**src/cpu_pkg.sv**
```systemverilog
// Shared definitions for the 16-bit five-stage core
// Widths, word and index types, instruction fields and sign extension
// Opcode, ALU operation and decode run-state encodings
package cpu_pkg;

   localparam int WORD_W    = 16;
   localparam int ADDR_W    = 8;
   localparam int REG_IDX_W = 3;
   localparam int MEM_DEPTH = 256;
   localparam int NUM_REGS  = 8;

   typedef logic [WORD_W-1:0]    word_t;
   typedef logic [ADDR_W-1:0]    addr_t;
   typedef logic [REG_IDX_W-1:0] reg_idx_t;

   // Instruction field positions
   localparam int OP_LSB  = 12;
   localparam int RD_LSB  = 9;
   localparam int RS_LSB  = 6;
   localparam int RT_LSB  = 3;
   localparam int IMM6_W  = 6;
   localparam int IMM12_W = 12;

   typedef enum logic [3:0] {
      OP_NOP  = 4'd0,
      OP_ADD  = 4'd1,
      OP_SUB  = 4'd2,
      OP_AND  = 4'd3,
      OP_XOR  = 4'd4,
      OP_ADDI = 4'd5,
      OP_LD   = 4'd6,
      OP_ST   = 4'd7,
      OP_BEQZ = 4'd8,
      OP_BNEZ = 4'd9,
      OP_J    = 4'd10,
      OP_HALT = 4'd15
   } opcode_t;

   typedef enum logic [1:0] {ALU_ADD, ALU_SUB, ALU_AND, ALU_XOR} alu_op_t;

   // Fetch-freeze machine in decode
   typedef enum logic [1:0] {RUN, HALTING, HALTED} run_state_t;

   function automatic word_t sext6(input word_t inst);
      return {{(WORD_W-IMM6_W){inst[IMM6_W-1]}}, inst[IMM6_W-1:0]};
   endfunction

   function automatic word_t sext12(input word_t inst);
      return {{(WORD_W-IMM12_W){inst[IMM12_W-1]}}, inst[IMM12_W-1:0]};
   endfunction

endpackage
```
**src/mem_arbiter.sv**
```systemverilog
// Fixed-priority arbiter for the unified memory
// Host debug port first, then the data stage, then fetch
`timescale 1ns/1ps

module mem_arbiter import cpu_pkg::*; (
   input  logic  dbg_req_i,
   input  logic  dbg_we_i,
   input  addr_t dbg_addr_i,
   input  word_t dbg_wdata_i,
   input  logic  d_req_i,
   input  logic  d_we_i,
   input  addr_t d_addr_i,
   input  word_t d_wdata_i,
   input  logic  f_req_i,
   input  addr_t f_addr_i,
   output logic  d_gnt_o,
   output logic  f_gnt_o,
   output logic  mem_we_o,
   output addr_t mem_addr_o,
   output word_t mem_wdata_o
);

   // Host is never refused
   assign d_gnt_o = d_req_i && !dbg_req_i;
   assign f_gnt_o = f_req_i && !dbg_req_i && !d_req_i;

   always_comb begin
      if (dbg_req_i) begin
         mem_addr_o  = dbg_addr_i;
         mem_wdata_o = dbg_wdata_i;
         mem_we_o    = dbg_we_i;
      end else if (d_req_i) begin
         mem_addr_o  = d_addr_i;
         mem_wdata_o = d_wdata_i;
         mem_we_o    = d_we_i;
      end else begin
         // Fetch only reads
         mem_addr_o  = f_addr_i;
         mem_wdata_o = '0;
         mem_we_o    = 1'b0;
      end
   end

endmodule

```
**config.mk**
```make
export PLATFORM = sky130hd
export DESIGN_NAME = mem_arbiter
export DESIGN_NICKNAME = d
export VERILOG_FILES = /design/src/cpu_pkg.sv /design/src/mem_arbiter.sv
export SDC_FILE = /design/constraint.sdc
export NUM_CORES = 1
export LEC_CHECK = 0
export BUFFER_PORTS_ARGS = -buffer_cell sky130_fd_sc_hd__buf_2
export CORE_UTILIZATION = 21
export DETAILED_ROUTE_END_ITERATION = 10
export GPL_TIMING_DRIVEN = 0
export PLACE_DENSITY = 0.87
export SETUP_SLACK_MARGIN = 0.05
export SYNTH_ARGS = -nofsm -noshare
export SYNTH_HDL_FRONTEND = slang
export SYNTH_SLANG_ARGS = --single-unit
```
**constraint.sdc**
```tcl
create_clock -name vclk -period 0.8
set_clock_uncertainty 0.15 [all_clocks]
set_input_delay 0.04 -clock vclk [all_inputs]
set_output_delay 0.04 -clock vclk [all_outputs]
set_load 0.005 [all_outputs]
```
Yosys cells after proc, flatten, opt, wreduce, memory -nomap -nowiden
Index checks and enable logic that the tools add are counted.
Storage, ports and cells
  output and inout port bits: 27
  register bits: 0
  logic and storage cells: 11
  input bits: 61
Cells by class
  reduce and logical (&&, ||, !) cells: 5
  multiplexer cells: 6
Operators by type and width (count)
  16-bit 2-to-1 mux: 2
  8-bit 2-to-1 mux: 2
  1-bit logical AND: 3
  1-bit zero test: 2
  1-bit 2-to-1 mux: 2

Logic depth before layout (Yosys ltp)
  depth after elaboration: 3
  gate-level depth with buffers: 5
  depth with buffers taken out: 2

Least setup slack after synthesis
Ideal clock, no wire load.
  kind: in2out
  from: input d_req_i
  to: output mem_wdata_o[10]
  data required time: 0.610 ns
  stages: 5
  buffers on the path: 3
  setup slack: -0.105 ns
  data arrival time: 0.715 ns
  cells stage by stage: buf_6 > nor2b_4 > buf_6 > buf_8 > a22o_1
On the way
  word-level cells in the longest chain between the ends: 2
RTL lines
  start, declared: line mem_arbiter.sv:10  | input logic d_req_i,
  16-bit 2-to-1 mux: line mem_arbiter.sv:32  | end else if (d_req_i) begin
  16-bit 2-to-1 mux: line mem_arbiter.sv:28  | if (dbg_req_i) begin
  end, declared: line mem_arbiter.sv:20  | output word_t mem_wdata_o
Every way passes these cells.

Worst setup path in the final report
  from: input d_req_i
  to: output mem_wdata_o[2]
Same word-level chain as after synthesis.

==> flow_summary.ini <==
[run_status]
status = finished, violations left
violations = negative setup slack

[layout]
fin_cells = 167
areaGrowthSynthToFinish_pct = 163
diodes = 0
final-seq-area_um2 = 0
flops_and_latches = 0
nNetsFinal = 206
postLayoutCoreUtil = 0.622
layout-drive-gt1-share = 0.727
clock_buffers = 0
design_area_um2 = 992

[power_and_ir_drop]
ir_drop_uv = 252
p_leak_uw = 0.000601
power_density_nw_per_um2 = 536

[place]
place_area_um2 = 848
hpwl_um = 1410
io_buffers = 86
routabilityCongestion = 0.771
placedCellCount = 160

[worst_setup_path]
endpoint_kind = output port
worstSetupPathType = in2out
cp_max_fo = 4
critPathLaunchType = primary input
critPathRequiredTime_ns = 0.61
crit_arrival_ns = 0.72

[global_routing]
grt_pass1_vias = 656
antenna_found_initial = 0
grt_pass1_wl_um = 2420
track_usage = 0.156
grt_start_max_net_pins = 11
gr-total-overflow = 0

[timing]
slew_violations = 0
slew_headroom = 0.884
fin_crit_ns = 0.905
tns_ns = -1.61
hold_viol_final = 0
fmax_mhz = 1100
setup_viol = 25
timing.final.crit_share = 1.13
tightest_slew_ns = 0.171
hold_slack_ns = 0.205
grt_setup_unrepaired = true
worst_slack_ns = -0.105

[floorplanning]
die_x_um = 44.4
ios = 88
fp.dieH_um = 44.4
start_util = 0.237
fp-row-count = 14
dieArea_um2 = 1970
core_region_area_um2 = 1590

[detailed_routing]
ant_nets = 0
wl_per_cell_um = 10.6
drc = 0
drt-vias-per-instance = 4.59
vias = 766
wirelength_um = 1770
drt-initial-drc-count = 2
firstDrtPassIters = 4

[logic_synthesis]
avgSynthCellArea_um2 = 7.56
yosysSeqAreaShare = 0
yosysTopAreaCell = a22o_1
synth.area.top_cells = a22o_1 (39%), mux2i_1 (21%), o21ai_0 (11%)
syn-cell-area_um2 = 378
ys_types = 11
syn_inst = 50
syn-num-nets = 111
ys.warnings.count = 0
netlist.area_leader.share = 0.394

[worst_hold_path]
min_from = d_wdata_i[12]
hp-class = in2out
hold_path_depth = 3
hold_end = mem_wdata_o[12]

[job]
cap_violations = 0
==> per-stage QoR <==
step	setup slack (ns)	total power [uW]
after floorplan	-0.0953	200
after global placement	-0.240	439
after detailed placement	-0.245	451
after CTS	-0.107	533
after global routing	-0.140	579
final	-0.105	532
==> metal layers <==
| metal | vias to the layer above | GRT usage | share of wire |
|---|---|---|---|
| met2 | 57 | 0.382 | 0.55 |
| met3 | 0 | 0.0163 | 0.13 |
| met5 | - | 0 | 0 |
| met1 | 328 | 0.127 | 0.32 |
| li1 | 381 | - | - |
| met4 | 0 | 0 | 0 |
==> report_power, final <==
part	internal [uW]	switching [uW]	total, uW
Clock	0	0	0
Sequential	0	0	0
Combinational	343	189	532
Total	343	189	532
==> cells by family (layout without fill, tap and decap cells) <==
group	Yosys count	count (layout)	synth area share
buffers and inverters	7	100	0.152
and+or+nand+nor	10	10	0.136
AOI/OAI and AO/OA	25	25	0.500
muxes	8	8	0.212
==> layout by cell type, fill, tap and decap left out <==
cell and instances:
a22o_1 17, buf_12 3, buf_16 1, buf_2 86, buf_4 2, buf_6 3
buf_8 2, clkbuf_2 1, clkbuf_8 2, mux2i_1 7, mux2i_2 1, nand2_1 8
nor2b_4 1, nor3b_2 1, o21ai_1 7, o21ai_2 1
==> cell usage after synthesis <==
cell type / number
a22o_1: 17
mux2i_1: 8
nand2_1: 8
o21ai_0: 8
buf_6: 2
clkbuf_1: 2
buf_2: 1
buf_4: 1
buf_8: 1
nor2b_4: 1
nor3b_1: 1
==> worst max-delay path, cell delays in order <==
cell,delay (ns)
buf_12,0.10
nor2b_4,0.13
buf_4,0.13
a22o_1,0.19
buf_2,0.12
==> layout make-up <==
type	count	area, um2
multi-input combinational	43	333
fill	143	602
timing repair buffer	94	544
buffer	6	85.1
tap	24	30.0
==> worst max-delay path by stage <==
stage | startpoint | end | slack [ns] | cells past startpoint
floorplan | d_req_i | mem_wdata_o[10] | -0.1 | 5
global placement | d_req_i | mem_wdata_o[6] | -0.24 | 6
detailed placement | d_req_i | mem_wdata_o[7] | -0.24 | 6
CTS | d_req_i | mem_wdata_o[7] | -0.11 | 5
global route | dbg_req_i | mem_wdata_o[6] | -0.14 | 5
finish | d_req_i | mem_wdata_o[2] | -0.11 | 5
==> what timing repair did <==
action                     in CTS  in global routing
buffers inserted                4                  1
pin swaps                       7                  3
cloned                          3                  0
resized for setup              26                  0
hold endpoints to repair        0                  0
hold buffers                    0                  0
setup endpoints to repair      27                 27
No activity file was read; power rests on OpenSTA's default activity.
