==> config.mk <==
export PLATFORM = sky130hd
export DESIGN_NAME = unified_mem
export DESIGN_NICKNAME = d
export VERILOG_FILES = /design/src/cpu_pkg.sv /design/src/unified_mem.sv
export SDC_FILE = /design/constraint.sdc
export NUM_CORES = 2
export LEC_CHECK = 0
export BUFFER_PORTS_ARGS = -buffer_cell sky130_fd_sc_hd__buf_2
export CORE_ASPECT_RATIO = 0.8
export CORE_MARGIN = 3
export CORE_UTILIZATION = 57
export DETAILED_ROUTE_END_ITERATION = 6
export GPL_TIMING_DRIVEN = 0
export PLACE_DENSITY = 0.79
export SLEW_MARGIN = 40
export SYNTH_ARGS = -nofsm -noshare
export SYNTH_HDL_FRONTEND = slang
export SYNTH_SLANG_ARGS = --single-unit
==> constraint.sdc <==
create_clock -name clk -period 3.24 [get_ports clk]
set_input_delay 0.648 -clock clk [delete_from_list [all_inputs] [get_ports clk]]
set_output_delay 0.648 -clock clk [all_outputs]
set_load 0.01 [all_outputs]
==> src/cpu_pkg.sv <==
// Shared definitions for the 16-bit five-stage core
// Widths, word and index types, instruction fields and sign extension
// Opcode, ALU operation and decode run-state encodings
package cpu_pkg;

   localparam int WORD_W    = 16;
   localparam int ADDR_W    = 8;
   localparam int REG_IDX_W = 3;
   localparam int MEM_DEPTH = 256;
   localparam int NUM_REGS  = 8;

   typedef logic [WORD_W-1:0]    word_t;
   typedef logic [ADDR_W-1:0]    addr_t;
   typedef logic [REG_IDX_W-1:0] reg_idx_t;

   // Instruction field positions
   localparam int OP_LSB  = 12;
   localparam int RD_LSB  = 9;
   localparam int RS_LSB  = 6;
   localparam int RT_LSB  = 3;
   localparam int IMM6_W  = 6;
   localparam int IMM12_W = 12;

   typedef enum logic [3:0] {
      OP_NOP  = 4'd0,
      OP_ADD  = 4'd1,
      OP_SUB  = 4'd2,
      OP_AND  = 4'd3,
      OP_XOR  = 4'd4,
      OP_ADDI = 4'd5,
      OP_LD   = 4'd6,
      OP_ST   = 4'd7,
      OP_BEQZ = 4'd8,
      OP_BNEZ = 4'd9,
      OP_J    = 4'd10,
      OP_HALT = 4'd15
   } opcode_t;

   typedef enum logic [1:0] {ALU_ADD, ALU_SUB, ALU_AND, ALU_XOR} alu_op_t;

   // Fetch-freeze machine in decode
   typedef enum logic [1:0] {RUN, HALTING, HALTED} run_state_t;

   function automatic word_t sext6(input word_t inst);
      return {{(WORD_W-IMM6_W){inst[IMM6_W-1]}}, inst[IMM6_W-1:0]};
   endfunction

   function automatic word_t sext12(input word_t inst);
      return {{(WORD_W-IMM12_W){inst[IMM12_W-1]}}, inst[IMM12_W-1:0]};
   endfunction

endpackage
==> src/unified_mem.sv <==
// Unified instruction and data memory, 256 x 16
// Combinational read, write on the rising edge
`timescale 1ns/1ps

module unified_mem import cpu_pkg::*; (
   input  logic  clk,
   input  logic  we_i,
   input  addr_t addr_i,
   input  word_t wdata_i,
   output word_t rdata_o
);

   word_t mem [MEM_DEPTH];

   // Contents survive core reset so the host can preload programs
   always_ff @(posedge clk) begin
      if (we_i)
         mem[addr_i] <= wdata_i;
   end

   assign rdata_o = mem[addr_i];

endmodule

== Word-level counts from Yosys, hierarchy flattened ==
Memory sizes are Yosys's and may differ from the RTL's.
Cells that the tools add are included.
Storage, ports and cells
  output and inout bits: 16
  bits in writable memories: 4096
  input port bits: 26
  logic and storage cells: 3
  memories: 1
  bits in registers: 0
Memory list
  mem: depth 256, width 16, rd ports 1, clocked after memory_dff 0, wr ports 1, RTL line unified_mem.sv:13  | word_t mem [MEM_DEPTH];
Operators by class
  mux-type cells: 2
Operators by type and width (count)
  1-bit two-way mux: 2

== Depth between registers and ports, before layout ==
  word-level depth: 2
  depth in mapped cells: 10
  mapped depth without buffers: 5

== Least setup slack after synthesis ==
Ideal clock, no wire load.
  path type: input to register
  start point: input addr_i[0]
  end point: memory mem[145][0] in the netlist's numbering (enable)
  arrival: 2.937 ns
  setup time: 0.409 ns
  path slack: -0.106 ns
  buffers on the path: 5
  data required time: 2.831 ns
  stages on the path: 7
  cells stage by stage: clkbuf_1 -> buf_6 -> clkbuf_1 -> buf_2 -> nand2b_1 -> clkbuf_1 -> nor3_1
RTL lines
  from (decl): RTL line unified_mem.sv:8  | input addr_t addr_i,
  to (decl): RTL line unified_mem.sv:13
Straight into the memory's write port.

== Final worst setup path ==
  start point: input addr_i[3]
  end point: output rdata_o[13]
On the way
  cells in the longest elaborated chain, start to end: 1
Ends and longest elaborated chain
  memory 256 x 16 bit
  to (decl): RTL line unified_mem.sv:10  | output word_t rdata_o
No other way between the ends.

==> impl_metrics.toml <==
[yosys]
syn_avg_cell_area_um2 = 23.11
synth_area_leaders = "edfxtp_1 79%, mux4_2 15%, a22oi_1 2.5%"
synthCells = 6711
ys_seq_elements = 4096
yosysTopAreaCell = "edfxtp_1"
async_flop_share = 0
synth_edf_count = 4096
synth.net_count = 6737
yosysTopAreaCellShare = 0.7931
syn-cell-area_um2 = 155100
yosys.cell_types.count = 21
yosys_warnings = 0
synth-seq-area-share = 0.7931
synthFlopType = "edfxtp_1"

[global_routing]
grt_start_max_net_pins = 97
antenna_found_initial = 34
grt_overflow = 0
grt_pass1_vias = 83170
grt_util_all_layers = 0.3603
grt_pass1_wl_um = 687100

[critical_path]
critical_path_arrival_ns = 4.52
cp_data_required_time_ns = 2.59
critPathMaxFanout = 10
end_kind = "primary output"
critPathKind = "in2out"
start_kind = "input port"

[clock_network]
cts_max_level = 5
cts.sinks = 4096
clock_path_buffers = 4
cts_root_buffer = "clkbuf_16"
cts_tree = "done"
clk_pin_slew_ns = 0.07
numCtsBuffers = 359

[routing]
first_iter_violations = 19780
drc_errors = 124
postRouteAntennaNets = 0
first_pass_iters = 7
post_drt_wl_per_cell_um = 46.88
postRouteWirelength_um = 531600
vias = 88230
via_per_inst = 7.781

[sta]
setup_viol = 916
rsz0062_at_grt = "true"
period_share = 1.594
slew_violations = 0
fin_crit_ns = 5.166
max_freq_mhz = 193.6
worstMarginPinSlew_ns = 1.161
slew_headroom = 0.2263
whs_ns = 0.05969
hold_viol = 0
worst_slack_ns = -1.926

[run]
drv_cap = 0

[floorplanning]
core_area_um2 = 269500
die_w_um = 589.2
dieHeight_um = 472.5
initial_core_util = 0.5754
std_cell_rows = 170
pin_count = 42
die-area_um2 = 278400

[min_path]
whs_path_depth = 1
whs_endpoint = "mem[128][14]"
worstHoldPathType = "in2reg"
min_from = "wdata_i[14]"

[placement]
dp_cells = 10530
placed_area_um2 = 165000
dpl.hpwl_um = 290400
port_buffers = 37
gp_congestion = 1.001

[power_and_ir_drop]
swShare = 0.2301
cell_internal_pwr_w = 0.08412
seq_power_share = 0.534
power.share.clock = 0.401
vdd_drop_max_mv = 0.7365
combPwrFrac = 0.064
power_density_nw_per_um2 = 597.7
p_leak_nw = 55.74
switchingPower_w = 0.02514

[finish]
final_common_cell = "edfxtp_1"
final-seq-area_um2 = 123000
syn2layout_area_growth_pct = 17.88
reg.largest.list = "mem (4096)"
num-nets-final = 7450
fill_cells = 14690
regMostFlops = "mem"
multi_input_area_um2 = 35000
drive_gt1_frac = 0.3733
largest_reg_flops = 4096
final_cell_mix = "4096 x edfxtp_1, 1024 x mux4_2, 382 x clkbuf_16"
finalInstanceArea_um2 = 182800
fin_util = 0.6783
layout.cells.non_filler = 11340

[status]
violations = "design-rule violations, negative setup slack"
status = "finished, violations left"
==> worst max-delay path by stage <==
stage	start	to	slack, ns	depth (start not counted)
3_5_place_dp	addr_i[1]	rdata_o[9]	-2.64	10
2_1_floorplan	addr_i[0]	mem[145][0]	-0.05	7
3_3_place_gp	addr_i[3]	mem[60][7]	-4.85	8
6_report	addr_i[3]	rdata_o[13]	-1.93	10
5_1_grt	addr_i[3]	rdata_o[13]	-1.59	10
4_1_cts	addr_i[0]	rdata_o[13]	-1.21	10
==> kinds of logic (layout without fill, tap and decap cells) <==
kind of cell           after synthesis  count (layout)  share of synthesized area
muxes                             1024            1024                     0.1487
and+or+nand+nor                    338             338                   0.009093
AOI/OAI and AO/OA                  832             832                    0.03666
other                                0              24                          0
buffers and inverters              421            1414                    0.01240
DFF                               4096            4096                     0.7931
==> repair_timing <==
item / 4_1_cts / 5_1_grt
pin swaps: 78 / 152
hold endpoints to repair: 5 / 0
cloned: 6 / 1
hold buffers: 2 / 0
endpoints found under the setup margin: 3565 / 2112
resized for setup: 721 / 197
setup buffers: 8 / 133
==> cell type report <==
type,count,area share
Sequential cell,4096,0.6728
Multi-Input combinational cell,2194,0.1914
Clock buffer,452,0.05256
Timing Repair Buffer,354,0.02951
Tap cell,3612,0.02472
Buffer,418,0.01920
Clock inverter,189,0.009384
Antenna cell,24,0.0003285
Inverter,1,0.00002053
==> layer usage <==
metal  share of wire  global-route usage  vias to the layer above
li1                -                   -                    30420
met1            0.29              0.4487                    44130
met2            0.43              0.5158                    10940
met3            0.19              0.1741                     2707
met4           0.088              0.2091                       36
met5          0.0025             0.01691                        -
==> cell usage after synthesis, types with 6 or more instances <==
master    number
buf_2         76
nand2_1       28
nand2b_1       6
buf_4         16
nand3_1       13
nor2b_1        7
buf_6         25
nand4_1       16
edfxtp_1    4096
o41ai_1       64
buf_1         54
mux4_2      1024
nor3_1        30
clkbuf_1     249
a21oi_1      256
a22oi_1      512
nor2_1       232
==> stage by stage <==
step / setup WS (ns) / power (W) / TNS (ns)
final: -1.926 / 0.1093 / -84.95
after global routing: -1.592 / 0.1103 / -27.04
after CTS: -1.213 / 0.1073 / -184.23
after detailed placement: -2.641 / 0.06516 / -6886.20
after global placement: -4.853 / 0.06484 / -
after floorplan: -0.04889 / 0.06211 / -52.73
==> worst max-delay path, stage by stage <==
cell      delay [ns]
clkbuf_4        0.26
nor2_4          0.08
buf_8           0.19
clkbuf_4        0.31
buf_1           0.43
a22oi_2         0.65
a21oi_4         0.16
o41ai_4         0.90
nand4_1         0.52
buf_2           0.30
==> power groups by stage <==
stage	clock [W]	sequential, W	combinational (W)
final	0.0438	0.0584	0.00704
after global routing	0.0450	0.0584	0.00696
after CTS	0.0427	0.0584	0.00627
after detailed placement	0	0.0595	0.00561
after global placement	0	0.0598	0.00506
after floorplan	0	0.0596	0.00256
No activity file was read; power rests on OpenSTA's default activity.
