**src/cpu_pkg.sv**
```systemverilog
// Shared definitions for the 16-bit five-stage core
// Widths, word and index types, instruction fields and sign extension
// Opcode, ALU operation and decode run-state encodings
package cpu_pkg;

   localparam int WORD_W    = 16;
   localparam int ADDR_W    = 8;
   localparam int REG_IDX_W = 3;
   localparam int MEM_DEPTH = 256;
   localparam int NUM_REGS  = 8;

   typedef logic [WORD_W-1:0]    word_t;
   typedef logic [ADDR_W-1:0]    addr_t;
   typedef logic [REG_IDX_W-1:0] reg_idx_t;

   // Instruction field positions
   localparam int OP_LSB  = 12;
   localparam int RD_LSB  = 9;
   localparam int RS_LSB  = 6;
   localparam int RT_LSB  = 3;
   localparam int IMM6_W  = 6;
   localparam int IMM12_W = 12;

   typedef enum logic [3:0] {
      OP_NOP  = 4'd0,
      OP_ADD  = 4'd1,
      OP_SUB  = 4'd2,
      OP_AND  = 4'd3,
      OP_XOR  = 4'd4,
      OP_ADDI = 4'd5,
      OP_LD   = 4'd6,
      OP_ST   = 4'd7,
      OP_BEQZ = 4'd8,
      OP_BNEZ = 4'd9,
      OP_J    = 4'd10,
      OP_HALT = 4'd15
   } opcode_t;

   typedef enum logic [1:0] {ALU_ADD, ALU_SUB, ALU_AND, ALU_XOR} alu_op_t;

   // Fetch-freeze machine in decode
   typedef enum logic [1:0] {RUN, HALTING, HALTED} run_state_t;

   function automatic word_t sext6(input word_t inst);
      return {{(WORD_W-IMM6_W){inst[IMM6_W-1]}}, inst[IMM6_W-1:0]};
   endfunction

   function automatic word_t sext12(input word_t inst);
      return {{(WORD_W-IMM12_W){inst[IMM12_W-1]}}, inst[IMM12_W-1:0]};
   endfunction

endpackage
```
**src/mem_stage.sv**
```systemverilog
// Memory stage
// Data memory request, stall on lost arbitration, load or ALU result
// select and the MEM/WB register that drives writeback
`timescale 1ns/1ps

module mem_stage import cpu_pkg::*; (
   input  logic     clk,
   input  logic     rst_i,
   input  word_t    result_i,
   input  word_t    store_i,
   input  reg_idx_t dst_i,
   input  logic     wr_i,
   input  logic     ld_i,
   input  logic     st_i,
   input  logic     halt_i,
   input  logic     valid_i,
   input  logic     gnt_i,
   input  word_t    rdata_i,
   output logic     req_o,
   output logic     we_o,
   output addr_t    addr_o,
   output word_t    wdata_o,
   output logic     stall_o,
   output logic     wb_we_o,
   output reg_idx_t wb_idx_o,
   output word_t    wb_data_o,
   output logic     halt_retired_o
);

   assign req_o   = valid_i && (ld_i || st_i);
   assign we_o    = st_i;
   assign addr_o  = result_i[ADDR_W-1:0];
   assign wdata_o = store_i;

   // Host or nothing else may own the memory this cycle
   assign stall_o = req_o && !gnt_i;

   always_ff @(posedge clk) begin
      if (rst_i) begin
         wb_we_o        <= 1'b0;
         halt_retired_o <= 1'b0;
      end else begin
         wb_we_o        <= !stall_o && valid_i && wr_i;
         halt_retired_o <= !stall_o && valid_i && halt_i;
      end
   end

   // MEM/WB payload
   always_ff @(posedge clk) begin
      if (!stall_o) begin
         wb_idx_o  <= dst_i;
         wb_data_o <= ld_i ? rdata_i : result_i;
      end
   end

endmodule

```
**config.mk**
```make
export PLATFORM = sky130hd
export DESIGN_NAME = mem_stage
export DESIGN_NICKNAME = d
export VERILOG_FILES = /design/src/cpu_pkg.sv /design/src/mem_stage.sv
export SDC_FILE = /design/constraint.sdc
export NUM_CORES = 1
export LEC_CHECK = 0
export BUFFER_PORTS_ARGS = -buffer_cell sky130_fd_sc_hd__buf_4
export CAP_MARGIN = 20
export CORE_MARGIN = 8
export CORE_UTILIZATION = 32
export CTS_CLUSTER_DIAMETER = 80
export DETAILED_ROUTE_END_ITERATION = 7
export GPL_TIMING_DRIVEN = 0
export PLACE_DENSITY = 0.82
export SLEW_MARGIN = 10
export SYNTH_ARGS = -nofsm -noshare
export SYNTH_HDL_FRONTEND = slang
export SYNTH_SLANG_ARGS = --single-unit
```
**constraint.sdc**
```tcl
create_clock -name clk -period 1.3 [get_ports clk]
set_input_delay 0.39 -clock clk [delete_from_list [all_inputs] [get_ports clk]]
set_output_delay 0.39 -clock clk [all_outputs]
set_load 0.05 [all_outputs]
```
; Yosys cells after proc, flatten, opt, wreduce, memory -nomap -nowiden
; Index checks and enable logic that the tools add are counted.
[word_totals]
inputBits = 59
ff_bits = 21
word_cells = 13
[classes]
mux = 1
reduce_logical = 8
[ops]
columns = cell, count
row1 = two-way mux 16 bit, 1
row2 = logical AND 1 bit, 5
row3 = logical NOT 1 bit, 2
row4 = logical OR 1 bit, 1

; Longest topological paths before layout
; Gate-level depths: netlist of the first run.
[logic_depth]
word_depth = 6
depth_mapped = 3
ltp_nobuf = 2

; Worst setup path before layout of the first run
; OpenSTA, ideal clock, no wires.
[synth_path]
path_type = input-to-output
startpoint = in ld_i
endpoint = out stall_o
slack_ps = -344
cell_stages = 3
t_arrival_ps = 1254
path_cell_list = buf_6 > o21ai_1 > nor2_1
[synth_between]
elab_chain_cells = 3
[synth_rtl]
columns = element, line
row1 = "start, declared", mem_stage.sv:13  ; input logic ld_i,
row2 = logical OR 1 bit, mem_stage.sv:30  ; assign req_o = valid_i && (ld_i || st_i);
row3 = logical AND 1 bit, mem_stage.sv:30
row4 = logical AND 1 bit, mem_stage.sv:36  ; assign stall_o = req_o && !gnt_i;
row5 = "end, declared", mem_stage.sv:23  ; output logic stall_o,
; Every way passes these cells.

; Final worst setup path of the first run
[layout_path]
startpoint = in ld_i
endpoint = out req_o
[layout_between]
elab_chain_cells = 2
[layout_rtl]
columns = element, line
row1 = logical OR 1 bit, mem_stage.sv:30
row2 = logical AND 1 bit, mem_stage.sv:30
row3 = "end, declared", mem_stage.sv:19  ; output logic req_o,
; Every way passes these cells.

==> results of run 1 <==
## critical path, cell delays in order
cell and delay (ns):
buf_12 0.11, o21ai_4 0.20, inv_2 0.07, buf_8 0.15
## layout make-up
type                    instances  area, um^2  area share
plain buffers                  27         228       0.116
clock buffers                   4        26.3      0.0134
inverters                       1        3.75     0.00191
multi-input cells              24         282       0.143
flip-flops and latches         21         611       0.311
well taps                      46        57.6      0.0293
repair buffers                 93         754       0.385
## layout by cell type, fill, tap and decap left out
| master | count |
|---|---|
| nor2_4 | 1 |
| dfxtp_1 | 2 |
| buf_6 | 13 |
| o21ba_2 | 1 |
| inv_2 | 1 |
| nand2_1 | 2 |
| clkbuf_4 | 3 |
| o21ai_4 | 1 |
| edfxtp_1 | 19 |
| buf_8 | 1 |
| mux2_2 | 6 |
| buf_12 | 2 |
| nor3_1 | 2 |
| buf_4 | 104 |
| mux2_4 | 10 |
| or2_4 | 1 |
| clkbuf_1 | 1 |
## registers in the layout, indices dropped and copies added, names as in the netlist
signal	cells
halt_retired_o	1
wb_data_o	16
wb_we_o	1
wb_idx_o	3
## cell usage after synthesis
master    number  area share
nor2_1         1      0.0034
buf_4         25        0.17
o21ai_1        1      0.0046
edfxtp_1      19        0.52
or2_2          1      0.0057
dfxtp_1        2       0.037
mux2_4        10        0.14
buf_6          1       0.010
inv_1          1      0.0034
buf_12         1       0.018
nor3_1         2      0.0092
nand2_1        2      0.0069
o21ba_2        1      0.0092
mux2_2         6       0.062
## power groups by stage
stage	Sequential, mW	Combinational (mW)	Clock, mW
after global routing	0.849	0.935	0.347
after CTS	0.836	0.877	0.326
after floorplan	1.10	0.319	0
after global placement	0.848	0.861	0
after detailed placement	0.851	0.870	0
final	0.841	0.903	0.307
## cells by family after synthesis
logic type / synth area share
buffers and inverters: 0.204
multiplexers: 0.199
AND/OR/NAND/NOR: 0.0252
flip-flops: 0.558
AO/OA/AOI/OAI: 0.0137
## metrics by stage
stage	hold slack (ns)	utilization	cell area [um^2]	worst slack [ns]	instances
detailed placement	0.567	0.556	1840	-0.102	208
global placement	0.563	0.556	1840	-0.0707	208
floorplan	0.467	-	1110	0.00472	73
finish	0.245	0.593	1960	-0.0152	216
CTS	0.232	0.568	1880	-0.0205	213
global route	0.237	0.593	1960	-0.0313	216
## what timing repair did
action | in CTS | in global routing
buffers inserted | 1 | 3
hold buffers | 0 | 0
hold endpoints to repair | 0 | 0
gates resized for setup | 2 | 15
endpoints found under the setup margin | 2 | 13
pin swaps | 1 | 1
## per-layer routing
metal  routed length, um  vias up  share of wire
met3                 447        4           0.14
met4                  27        0         0.0082
met5                   0        -              0
li1                    -      424              -
met2                1860       60           0.56
met1                 962      399           0.29
## how the worst max path moves through the flow
stage	cells after the start	endpoint	start
floorplan	3	wb_data_o[0]$_DFFE_PN_	ld_i
global placement	3	wb_data_o[9]$_DFFE_PN_	ld_i
detailed placement	3	wb_data_o[11]$_DFFE_PN_	ld_i
CTS	4	req_o	st_i
global route	4	req_o	ld_i
finish	4	req_o	ld_i
==> results.sh, run 1 <==
export IMPL_setup_viol=1
export IMPL_power_per_cell_area_nw_per_um2=1050
export IMPL_routabilityCongestion=0.670
export IMPL_hold_viol_final=0
export IMPL_min_period_ns=1.32
export IMPL_hold_path_class="in2reg"
export IMPL_drt_vias_per_instance=4.11
export IMPL_antenna_found_initial=0
export IMPL_n_antenna_cell=0
export IMPL_max_freq_mhz=760
export IMPL_cts_buffers=3
export IMPL_initial_core_util=0.330
export IMPL_cts_sinks=21
export IMPL_max_slew_margin_rel=0.827
export IMPL_grt_pass1_wl_um=4690
export IMPL_use_met1=0.0858
export IMPL_drv_cap=0
export IMPL_synth_fp_nets=132
export IMPL_path_clk_slew_ns=0.12
export IMPL_tightest_slew_ns=0.259
export IMPL_cts_tree="yes"
export IMPL_use_met2=0.227
export IMPL_ys_types=14
export IMPL_hpwl_um=2890
export IMPL_grt_max_degree=20
export IMPL_syn_inst=73
export IMPL_drc=0
export IMPL_finalWorstSetupSlack_ns=-0.0152
export IMPL_post_route_period_util=1.01
export IMPL_die_x_um=74.5
export IMPL_core_area_um2=3310
export IMPL_firstDrtPassIters=2
export IMPL_netSwitchingFraction=0.364
export IMPL_slew_viol_final=0
export IMPL_drtIter0Drc=20
export IMPL_hold_depth=2
export IMPL_drt_wl_total_um=3290
export IMPL_hold_path_end="halt_retired_o$_SDFF_PP0_"
export IMPL_dieArea_um2=5540
export IMPL_pin_count=107
export IMPL_syn_area_um2=1090
export IMPL_htreeDepth=1
export IMPL_path_class="in2out"
export IMPL_fill_cells=286
export IMPL_seq_power_share=0.410
export IMPL_area_delta_synth_final_pct=79.4
export IMPL_wl_per_cell_um=15.3
export IMPL_clockBufferDepth=2
export IMPL_status="complete, but fails checks"
export IMPL_p_leak_nw=0.961
export IMPL_synth_avg_cell_area_um2=15.0
export IMPL_drive_above_1_share=0.847
export IMPL_io_buffers=89
export IMPL_ir_worst_vdd_mv=0.424
export IMPL_switchingPower_mw=0.746
export IMPL_grt_usage=0.112
export IMPL_crit_required_ns=0.91
export IMPL_grt_setup_unrepaired="true"
export IMPL_via_count=887
export IMPL_ys_seq_area_frac=0.558
export IMPL_tns_ns=-0.0152
export IMPL_p_int_mw=1.31
export IMPL_ant_nets=0
export IMPL_combPwrFrac=0.440
export IMPL_hp_start="rst_i"
export IMPL_total_power_mw=2.05
export IMPL_cts_root_buf="clkbuf_4"
export IMPL_ys_ff_latch=21
export IMPL_path_max_fanout=5
export IMPL_finalNetCount=230
export IMPL_top_usage_layer="met2"
export IMPL_clockPowerShare=0.150
export IMPL_overflow=0
export IMPL_groute_layer_met3_usage=0.0606
export IMPL_ys_warn_count=0
export IMPL_rows=21
export IMPL_cp_end_kind="primary output"
export IMPL_crit_arrival_ns=0.93
export IMPL_violations="negative setup slack"
export IMPL_first_global_vias=1020
export IMPL_startpoint_type="primary input"
export IMPL_fp_dieH_um=74.5
(Power assumes the default switching activity.)
==> run 2: changes to the inputs <==
Settings changed: BUFFER_PORTS_ARGS -buffer_cell sky130_fd_sc_hd__buf_4 to -buffer_cell sky130_fd_sc_hd__buf_2.
==> results.sh, run 2 (synthesis gave the netlist of run 1 again) <==
export IMPL_finalNetCount=228
export IMPL_hpwl_um=2510
export IMPL_drive_above_1_share=0.845
export IMPL_antenna_found_initial=0
export IMPL_cts_root_buf="clkbuf_4"
export IMPL_dieArea_um2=5540
export IMPL_rows=21
export IMPL_io_buffers=89
export IMPL_ir_worst_vdd_mv=0.403
export IMPL_max_freq_mhz=777
export IMPL_via_count=858
export IMPL_layout_commonest_cell="buf_2"
export IMPL_grt_pass1_wl_um=4310
export IMPL_n_antenna_cell=0
export IMPL_cts_sinks=21
export IMPL_final_cell_mix="buf_2, buf_4, edfxtp_1"
export IMPL_setup_viol=0
export IMPL_hold_depth=2
export IMPL_initial_core_util=0.330
export IMPL_min_period_ns=1.29
export IMPL_slew_viol_final=0
export IMPL_cp_end_kind="primary output"
export IMPL_post_route_period_util=0.991
export IMPL_grt_setup_unrepaired="true"
export IMPL_status="complete, no violations"
export IMPL_max_slew_margin_rel=0.833
export IMPL_path_clk_slew_ns=0.11
export IMPL_die_x_um=74.5
export IMPL_p_leak_nw=0.889
export IMPL_clockBufferDepth=2
export IMPL_post_place_ws_ns=-0.0867
export IMPL_cts_tree="yes"
export IMPL_hold_path_end="halt_retired_o$_SDFF_PP0_"
export IMPL_crit_required_ns=0.91
export IMPL_final_util=0.535
export IMPL_first_global_vias=964
export IMPL_htreeDepth=1
export IMPL_drv_cap=0
export IMPL_largest_reg_flops=16
export IMPL_core_area_um2=3310
export IMPL_drtIter0Drc=6
export IMPL_fp_dieH_um=74.5
export IMPL_path_max_fanout=4
export IMPL_ant_nets=0
export IMPL_tightest_slew_ns=0.250
export IMPL_hold_path_class="in2reg"
export IMPL_power_per_cell_area_nw_per_um2=1100
export IMPL_pin_count=107
export IMPL_wl_per_cell_um=13.6
export IMPL_hold_viol_final=0
export IMPL_path_class="in2out"
export IMPL_routabilityCongestion=0.699
export IMPL_area_delta_synth_final_pct=61.9
export IMPL_grt_usage=0.101
export IMPL_drc=0
export IMPL_crit_arrival_ns=0.90
export IMPL_overflow=0
export IMPL_drt_wl_total_um=2910
export IMPL_top_register="wb_data_o"
export IMPL_reg_top3="wb_data_o x16, wb_idx_o x3"
export IMPL_cts_buffers=3
export IMPL_hp_start="rst_i"
export IMPL_drt_vias_per_instance=4.01
export IMPL_tns_ns=0
export IMPL_firstDrtPassIters=3
export IMPL_finalWorstSetupSlack_ns=0.0123
export IMPL_grt_max_degree=20
export IMPL_startpoint_type="primary input"
## run 2: critical path: stages
cell and delay [ns]:
buf_12 0.11, o21ai_4 0.19, inv_2 0.06, buf_8 0.15
## run 2: layout make-up
class / count / area, um^2
Clock buffer: 4 / 26.3
Fill cell: 293 / 1540
Tap cell: 46 / 57.6
Buffer: 27 / 228
Multi-Input combinational cell: 24 / 282
Sequential cell: 21 / 611
Timing Repair Buffer: 91 / 563
Inverter: 1 / 3.75
## run 2: timing repair
item | CTS | global route
pin swaps | 1 | 1
setup endpoints to repair | 4 | 22
resized for setup | 6 | 47
cloned | 0 | 0
hold buffers | 0 | 0
setup buffers | 0 | 2
## run 2: worst max-delay path by stage
stage | start | end | slack, ns | cells after the start
after global placement | ld_i | wb_data_o[14]$_DFFE_PN_ | -0.08 | 3
after detailed placement | ld_i | wb_data_o[11]$_DFFE_PN_ | -0.09 | 3
after floorplan | ld_i | wb_data_o[0]$_DFFE_PN_ | 0.005 | 3
after CTS | st_i | req_o | -0.009 | 4
final | ld_i | req_o | 0.01 | 4
after global routing | ld_i | req_o | -0.01 | 4
## run 2: per-layer routing
layer | part of all wire | up-vias | track usage
met2 | 0.53 | 60 | 0.191
met5 | 0 | - | 0
met4 | 0.0024 | 0 | 0.0261
met1 | 0.35 | 375 | 0.0957
li1 | - | 421 | -
met3 | 0.12 | 2 | 0.0431
## run 2: through the flow
stage          instances  power [mW]  cell area, um^2  hold slack, ns
5_1_grt              214        2.04             1770           0.242
3_5_place_dp         208        1.61             1620           0.571
3_3_place_gp         208        1.60             1620           0.568
6_report             214        1.95             1770           0.263
2_1_floorplan         73        1.42             1110           0.467
4_1_cts              212        1.92             1660           0.248
## run 2: power breakdown
part,switching [mW],internal (mW),leakage (nW)
Sequential,0.0227,0.815,0.212
Combinational,0.526,0.302,0.663
Clock,0.169,0.119,0.0150
