--- src/cpu_pkg.sv ---
// Shared definitions for the 16-bit five-stage core
// Widths, word and index types, instruction fields and sign extension
// Opcode, ALU operation and decode run-state encodings
package cpu_pkg;

   localparam int WORD_W    = 16;
   localparam int ADDR_W    = 8;
   localparam int REG_IDX_W = 3;
   localparam int MEM_DEPTH = 256;
   localparam int NUM_REGS  = 8;

   typedef logic [WORD_W-1:0]    word_t;
   typedef logic [ADDR_W-1:0]    addr_t;
   typedef logic [REG_IDX_W-1:0] reg_idx_t;

   // Instruction field positions
   localparam int OP_LSB  = 12;
   localparam int RD_LSB  = 9;
   localparam int RS_LSB  = 6;
   localparam int RT_LSB  = 3;
   localparam int IMM6_W  = 6;
   localparam int IMM12_W = 12;

   typedef enum logic [3:0] {
      OP_NOP  = 4'd0,
      OP_ADD  = 4'd1,
      OP_SUB  = 4'd2,
      OP_AND  = 4'd3,
      OP_XOR  = 4'd4,
      OP_ADDI = 4'd5,
      OP_LD   = 4'd6,
      OP_ST   = 4'd7,
      OP_BEQZ = 4'd8,
      OP_BNEZ = 4'd9,
      OP_J    = 4'd10,
      OP_HALT = 4'd15
   } opcode_t;

   typedef enum logic [1:0] {ALU_ADD, ALU_SUB, ALU_AND, ALU_XOR} alu_op_t;

   // Fetch-freeze machine in decode
   typedef enum logic [1:0] {RUN, HALTING, HALTED} run_state_t;

   function automatic word_t sext6(input word_t inst);
      return {{(WORD_W-IMM6_W){inst[IMM6_W-1]}}, inst[IMM6_W-1:0]};
   endfunction

   function automatic word_t sext12(input word_t inst);
      return {{(WORD_W-IMM12_W){inst[IMM12_W-1]}}, inst[IMM12_W-1:0]};
   endfunction

endpackage
--- src/decode_stage.sv ---
// Instruction decode stage
// Field decode, interlock against ID/EX and EX/MEM destinations,
// branch and jump resolution, halt machine, error flag and ID/EX register
`timescale 1ns/1ps

module decode_stage import cpu_pkg::*; (
   input  logic     clk,
   input  logic     rst_i,
   input  word_t    inst_i,
   input  addr_t    pc_next_i,
   input  logic     valid_i,
   input  logic     mem_stall_i,
   input  word_t    rs_data_i,
   input  word_t    rt_data_i,
   input  reg_idx_t ex_dst_i,
   input  reg_idx_t mem_dst_i,
   input  logic     ex_wr_i,
   input  logic     mem_wr_i,
   input  logic     retired_halt_i,
   output reg_idx_t rs_idx_o,
   output reg_idx_t rt_idx_o,
   output logic     stall_o,
   output logic     redirect_o,
   output logic     freeze_o,
   output addr_t    target_o,
   output alu_op_t  alu_op_o,
   output word_t    opa_o,
   output word_t    opb_o,
   output word_t    store_o,
   output reg_idx_t dst_o,
   output logic     wr_o,
   output logic     ld_o,
   output logic     st_o,
   output logic     halt_o,
   output logic     valid_o,
   output logic     halted_o,
   output logic     err_o
);

   opcode_t    op;
   reg_idx_t   rd_f;
   reg_idx_t   rs_f;
   reg_idx_t   rt_f;
   word_t      offset;
   alu_op_t    alu_sel;
   run_state_t state;
   logic       legal;
   logic       use_rs;
   logic       use_rt;
   logic       writes;
   logic       use_imm;
   logic       taken;
   logic       active;
   logic       advance;

   assign op   = opcode_t'(inst_i[OP_LSB +: 4]);
   assign rd_f = inst_i[RD_LSB +: REG_IDX_W];
   assign rs_f = inst_i[RS_LSB +: REG_IDX_W];
   assign rt_f = inst_i[RT_LSB +: REG_IDX_W];

   // ST reads its store data through the second port
   assign rs_idx_o = rs_f;
   assign rt_idx_o = (op == OP_ST) ? rd_f : rt_f;

   always_comb begin
      legal   = 1'b1;
      use_rs  = 1'b0;
      use_rt  = 1'b0;
      writes  = 1'b0;
      use_imm = 1'b0;
      taken   = 1'b0;
      alu_sel = ALU_ADD;
      case (op)
         OP_NOP, OP_HALT: ;
         OP_ADD:  {use_rs, use_rt, writes} = 3'b111;
         OP_SUB:  begin {use_rs, use_rt, writes} = 3'b111; alu_sel = ALU_SUB; end
         OP_AND:  begin {use_rs, use_rt, writes} = 3'b111; alu_sel = ALU_AND; end
         OP_XOR:  begin {use_rs, use_rt, writes} = 3'b111; alu_sel = ALU_XOR; end
         OP_ADDI, OP_LD: {use_rs, writes, use_imm} = 3'b111;
         OP_ST:   {use_rs, use_rt, use_imm} = 3'b111;
         OP_BEQZ: begin use_rs = 1'b1; taken = (rs_data_i == '0); end
         OP_BNEZ: begin use_rs = 1'b1; taken = (rs_data_i != '0); end
         OP_J:    taken = 1'b1;
         default: legal = 1'b0;
      endcase
   end

   assign active = valid_i && (state == RUN);

   // Interlock while a source is still in flight in EX or MEM
   assign stall_o = active &&
      ((use_rs && ((ex_wr_i && ex_dst_i == rs_f) || (mem_wr_i && mem_dst_i == rs_f))) ||
       (use_rt && ((ex_wr_i && ex_dst_i == rt_idx_o) || (mem_wr_i && mem_dst_i == rt_idx_o))));

   assign advance = active && !stall_o && !mem_stall_i;

   assign offset     = (op == OP_J) ? sext12(inst_i) : sext6(inst_i);
   assign target_o   = pc_next_i + offset[ADDR_W-1:0];
   assign redirect_o = advance && legal && taken;
   assign freeze_o   = (state != RUN) || (valid_i && op == OP_HALT);
   assign halted_o   = (state == HALTED);

   always_ff @(posedge clk) begin
      if (rst_i) begin
         state   <= RUN;
         err_o   <= 1'b0;
         valid_o <= 1'b0;
         wr_o    <= 1'b0;
         ld_o    <= 1'b0;
         st_o    <= 1'b0;
         halt_o  <= 1'b0;
      end else begin
         if (active && !legal)
            err_o <= 1'b1;
         case (state)
            RUN:     if (advance && op == OP_HALT) state <= HALTING;
            HALTING: if (retired_halt_i) state <= HALTED;
            default: state <= HALTED;
         endcase
         // ID/EX control, bubble unless the instruction moves on
         if (!mem_stall_i) begin
            valid_o <= advance;
            wr_o    <= advance && writes;
            ld_o    <= advance && op == OP_LD;
            st_o    <= advance && op == OP_ST;
            halt_o  <= advance && op == OP_HALT;
         end
      end
   end

   // ID/EX payload
   always_ff @(posedge clk) begin
      if (!mem_stall_i) begin
         alu_op_o <= alu_sel;
         opa_o    <= rs_data_i;
         opb_o    <= use_imm ? sext6(inst_i) : rt_data_i;
         store_o  <= rt_data_i;
         dst_o    <= rd_f;
      end
   end

endmodule

--- config.mk ---
export PLATFORM = sky130hd
export DESIGN_NAME = decode_stage
export DESIGN_NICKNAME = d
export VERILOG_FILES = /design/src/cpu_pkg.sv /design/src/decode_stage.sv
export SDC_FILE = /design/constraint.sdc
export NUM_CORES = 1
export LEC_CHECK = 0
export ABC_AREA = 1
export ABC_CLOCK_PERIOD_IN_PS = 2100
export BUFFER_PORTS_ARGS = -buffer_cell sky130_fd_sc_hd__buf_4
export CORE_ASPECT_RATIO = 0.9
export CORE_MARGIN = 2
export CORE_UTILIZATION = 25
export CTS_CLUSTER_SIZE = 14
export DETAILED_ROUTE_END_ITERATION = 16
export SETUP_SLACK_MARGIN = 0.3
export SYNTH_ARGS = -nofsm -noshare
export SYNTH_HDL_FRONTEND = slang
export SYNTH_SLANG_ARGS = --single-unit
--- constraint.sdc ---
create_clock -name clk -period 2.1 [get_ports clk]
set_input_delay 0.105 -clock clk [delete_from_list [all_inputs] [get_ports clk]]
set_output_delay 0.105 -clock clk [all_outputs]
set_load 0.1 [all_outputs]
---- After elaboration in Yosys (flattened, before gate mapping) ----
Index checks and enable logic that the tools add are counted.
storage, ports and cells
  bits in registers ....................... 61
  latch bits .............................. 0
  memory bits (writable) .................. 0
  bits in read-only memories .............. 0
  output and inout port bits .............. 77
  logic and storage cells ................. 81
  memories kept ........................... 0
operators by class
  $add $sub $neg .......................... 1
  $mul .................................... 0
  divide/modulo/power cells ............... 0
  magnitude comparators ................... 0
  equal/unequal tests ..................... 19
  shifts and indexed selects .............. 0
  multiplexer cells ....................... 13
  bitwise logic cells ..................... 0
  reductions and logical operators ........ 36
operators by type and width
  cell                                                             number
  1-bit logical AND                                                18
  4-bit by 3-bit == test with 1-bit output, second input constant  4
  4-bit == test, second input constant                             4
  16-bit logical NOT                                               1
  16-bit 2-to-1 mux                                                1
  16-bit nonzero test                                              1
  3-bit == test                                                    4
  12-bit OR reduction                                              1
  9-bit OR reduction                                               1
  8-bit adder                                                      1
  4-bit by 2-bit == test with 1-bit output, second input constant  2
  8-bit 2-to-1 mux                                                 1
  2-bit case mux with 3 select lines                               1
  6-bit OR reduction                                               1
  1-bit 2-to-1 mux                                                 5
  5-bit OR reduction                                               1
  4-bit by 1-bit == test with 1-bit output, second input constant  1
  4-bit logical NOT                                                1
  1-bit logical OR                                                 4
  2-bit 2-to-1 mux                                                 2
  2-bit case mux with 2 select lines                               1
  1-bit logical NOT                                                3
  3-bit 2-to-1 mux                                                 1
  1-bit case mux with 3 select lines                               1
  other kinds (8)                                                  8

---- Logic depth before layout (Yosys ltp) ----
  word-level depth ........................ 14
  mapped depth ............................ 12

---- Worst setup path after synthesis ----
OpenSTA, ideal clock, no wires.
  path kind ............................... input port to output port
  from .................................... input inst_i[12]
  to ...................................... output stall_o
  arrival time ............................ 2.679 ns
  data required time ...................... 1.995 ns
  slack ................................... -0.684 ns
  stages on the path ...................... 11
  path buffers ............................ 0
  path through ............................ nand2_1 inv_2 nand2_4 nand2_4 nand2_2 nor2_2 nor2_1 nand2_1 nand2_1 nand2_2 a21oi_1
between the ends
  cells in the longest elaborated chain, start to end .. 8
RTL lines
  item                                          RTL line            RTL
  from (decl)                                   decode_stage.sv:9   input word_t inst_i,
  4-bit by 3-bit == test with 1-bit output (*)  decode_stage.sv:63  assign rt_idx_o = (op == OP_ST) ? rd_f : rt_f;
  3-bit 2-to-1 mux (*)                          decode_stage.sv:63
  named net rt_idx_o[1]                         decode_stage.sv:21  output reg_idx_t rt_idx_o,
  3-bit == test                                 decode_stage.sv:93  (use_rt && ((ex_wr_i && ex_dst_i == rt_idx_o) || (mem_wr_i && mem_dst_i == rt_idx_o))));
  1-bit logical AND                             decode_stage.sv:93
  1-bit logical OR (*)                          decode_stage.sv:93
  1-bit logical AND (*)                         decode_stage.sv:93
  1-bit logical OR (*)                          decode_stage.sv:92  ((use_rs && ((ex_wr_i && ex_dst_i == rs_f) || (mem_wr_i && mem_dst_i == rs_f))) ||
  1-bit logical AND (*)                         decode_stage.sv:91  assign stall_o = active &&
  to (decl)                                     decode_stage.sv:22  output logic stall_o,
Mark *: on every way through the listed nets, which the timed path passes. The rest lies on a longest branch.

---- Worst setup path in the final report ----
  from .................................... input inst_i[3]
  to ...................................... output target_o[7]
between the ends
  cells in the longest elaborated chain, start to end .. 2
RTL lines
  item              RTL line            RTL
  8-bit 2-to-1 mux  decode_stage.sv:97  assign offset = (op == OP_J) ? sext12(inst_i) : sext6(inst_i);
  8-bit adder       decode_stage.sv:98  assign target_o = pc_next_i + offset[ADDR_W-1:0];
  to (decl)         decode_stage.sv:25  output addr_t target_o,
Every way passes these cells.

==> flow_summary.json <==
{
  "finClkSkew_ns": 0.00314,
  "max_stage_delay_ns": 0.37,
  "cp_num_buf_inv": 3,
  "critPathTopFamily": "buffers and inverters",
  "core_area_um2": 11300,
  "grt_overflow": 0,
  "antenna_left": 0,
  "clockRootBuffer": "clkbuf_16",
  "initial_core_util": 0.254,
  "p_leak_nw": 2.34,
  "antenna_cells": 0,
  "rsz0062_at_grt": "true",
  "intPower_mw": 2.78,
  "r2r_cells": 5,
  "cts_max_level": 3,
  "synth_top_area_share": 0.555,
  "yosys-top-cells-area": "edfxtp_1 55%, nand2_1 9.3%, dfxtp_1 5.6%",
  "r2r_end": "valid_o",
  "clkTransAtPathRegs_ns": 0.05,
  "path_cells": "buf_4, ha_1, a21oi_2, o21bai_1, buf_4, nand2_2, nand2_2, a21oi_4, xor2_4, buf_12",
  "post_drt_wl_per_cell_um": 12.9,
  "clkSinkCount": 61,
  "synthArstFlopShare": 0,
  "fin_nets": 554,
  "ir_worst_vdd_v": 0.000348,
  "io_pins": 146,
  "p_comb_frac": 0.372,
  "setup_violations": 0,
  "place_hpwl_um": 6270,
  "port_buffers": 145,
  "synth_top_area_cell": "edfxtp_1",
  "drc_errors": 0,
  "first_global_vias": 2615,
  "area_delta_synth_final_pct": 79.1,
  "die_x_um": 117,
  "fin_tns_setup_ns": 0,
  "critical_path.startpoint_type": "input port",
  "p_total_mw": 4.56,
  "cp.arrival_ns": 1.66,
  "yosysSeqAreaShare": 0.611,
  "dieHeight_um": 106,
  "grtUsageTotal": 0.133,
  "place.gp.congestion": 0.798,
  "critPathRequiredTime_ns": 2.00,
  "synthCells": 279,
  "cts_made_buffers": 9,
  "cp_max_fo": 4,
  "fill_cells": 1099,
  "status": "finished, final reports clean",
  "fmax_mhz": 568,
  "yosysMostFrequentCell": "nand2_1",
  "powerDensity_nw_per_um2": 888,
  "cts_tree": "yes",
  "reg2reg_setup_slack_ns": 0.99,
  "drive_gt1_frac": 0.444,
  "hold_end": "state[0]",
  "viasPerCell": 4.17,
  "ys_warn_count": 0,
  "grt_max_degree": 35,
  "synthTopCellsByCount": "71 x nand2_1, 53 x edfxtp_1, 30 x inv_1",
  "fin_crit_ns": 1.76,
  "dieArea_um2": 12300,
  "critPathSlowestCell": "ha_1",
  "synth_seq_cells": 61,
  "max_cap_violations": 0,
  "antenna_found_initial": 0,
  "synth_edf_count": 53,
  "syn_area_um2": 2870,
  "syn_area_per_cell_um2": 10.3,
  "hold_depth": 4,
  "drtIter0Drc": 186,
  "synth_nets": 356,
  "tightestPinTransition_ns": 0.473,
  "clock_path_buffers": 2,
  "drt_wl_total_um": 8200,
  "swShare": 0.391,
  "setup.worst_path.class": "in2out",
  "firstDrtPassIters": 7,
  "rows": 37,
  "critPathCaptureType": "primary output",
  "ys_types": 30,
  "ys_dominant_reg_cell": "edfxtp_1",
  "p_clk_frac": 0.310,
  "grt_pass1_wl_um": 12600,
  "p_switching_mw": 1.78,
  "hold_violations": 0,
  "min_from": "retired_halt_i",
  "maxSlewViolCount": 0,
  "relSlewSlack": 0.684,
  "rr_startpoint": "state[1]",
  "seq_power_share": 0.318,
  "num_vias": 2660,
  "final_util": 0.455,
  "clk_latency_ns": 0.32,
  "finalCritPeriodShare": 0.838,
  "holdCritPathClass": "in2reg"
}
-- flip-flops by register name, indices dropped and copies added (netlist names) --
| register | flops |
|---|---|
| alu_op_o | 2 |
| dst_o | 3 |
| err_o | 1 |
| halt_o | 1 |
| ld_o | 1 |
| opa_o | 16 |
| opb_o | 16 |
| st_o | 1 |
| state | 2 |
| store_o | 16 |
| valid_o | 1 |
| wr_o | 1 |
-- metal layers --
layer / routed length [µm] / GRT usage / vias to the layer above
li1: - / - / 1343
met1: 3610 / 0.168 / 1193
met2: 3840 / 0.213 / 110
met3: 564 / 0.0311 / 14
met4: 189 / 0.0622 / 0
met5: 0 / 0 / -
-- logic make-up (layout without fill, tap and decap cells) --
group | Yosys count | count (layout) | synth area share
compound gates | 27 | 27 | 0.0493
simple gates | 133 | 133 | 0.213
flops | 61 | 61 | 0.611
buf+inv | 39 | 242 | 0.0554
fa+ha+maj | 8 | 8 | 0.0375
xor+xnor | 11 | 11 | 0.0336
-- per-stage QoR --
stage | instance area, µm² | hold slack (ns) | setup WS [ns] | cells
6_report | 5140 | 0.0616 | 0.339 | 638
5_1_grt | 5140 | 0.0696 | 0.245 | 638
4_1_cts | 5090 | 0.0495 | 0.271 | 638
3_5_place_dp | 4360 | 0.294 | 0.0513 | 582
3_3_place_gp | 4360 | 0.294 | 0.0623 | 582
2_1_floorplan | 3040 | 0.204 | 0.0582 | 279
-- worst max path at each step --
stage	startpoint	slack, ns	cells after the start	to
after floorplan	inst_i[12]	0.06	10	stall_o
after global placement	inst_i[2]	0.06	12	target_o[7]
after detailed placement	inst_i[2]	0.05	12	target_o[7]
after CTS	pc_next_i[2]	0.27	12	target_o[7]
after global routing	pc_next_i[2]	0.25	12	target_o[7]
final	inst_i[3]	0.34	10	target_o[7]
-- power groups by stage --
stage | Clock, mW | Sequential, mW | Combinational (mW)
after floorplan | 0 | 2.13 | 0.547
after global placement | 0 | 1.47 | 1.59
after detailed placement | 0 | 1.48 | 1.60
after CTS | 1.46 | 1.45 | 1.70
after global routing | 1.52 | 1.46 | 1.77
final | 1.41 | 1.45 | 1.70
-- layout by cell type (no fill, tap or decap), types with 5 or more instances in the layout --
cell type | Yosys | final
buf_4 | 3 | 150
nand2_1 | 71 | 66
edfxtp_1 | 53 | 53
dlygate4sd3_1 | 0 | 36
inv_1 | 30 | 28
nand3_1 | 19 | 18
nor2_1 | 19 | 14
a21oi_1 | 15 | 10
clkbuf_16 | 0 | 9
nand2_2 | 4 | 8
dfxtp_1 | 8 | 8
o21ai_0 | 8 | 6
nand4_1 | 5 | 5
nor4_1 | 5 | 5
-- worst register-to-register path, stage by stage (launching register included) --
cell	delay, ns
dfxtp_1	0.33
nor2_2	0.17
nand2_2	0.11
nor2_4	0.15
nand3_2	0.13
a21oi_1	0.15
-- cell type report --
type	count	area [µm²]	area share
multi-input cells	179	1170	0.228
repair buffers	193	1600	0.311
well taps	156	195	0.0380
inverters	33	126	0.0246
clock inverters	7	66.3	0.0129
flip-flops and latches	61	1750	0.341
clock buffers	9	225	0.0438
-- timing repair --
item	4_1_cts	5_1_grt
hold endpoints to repair	40	0
endpoints found under the setup margin	3	4
resized for setup	15	12
hold buffers	36	0
pin swaps	10	6
setup buffers	4	0
No activity file was read; power rests on OpenSTA's default activity.
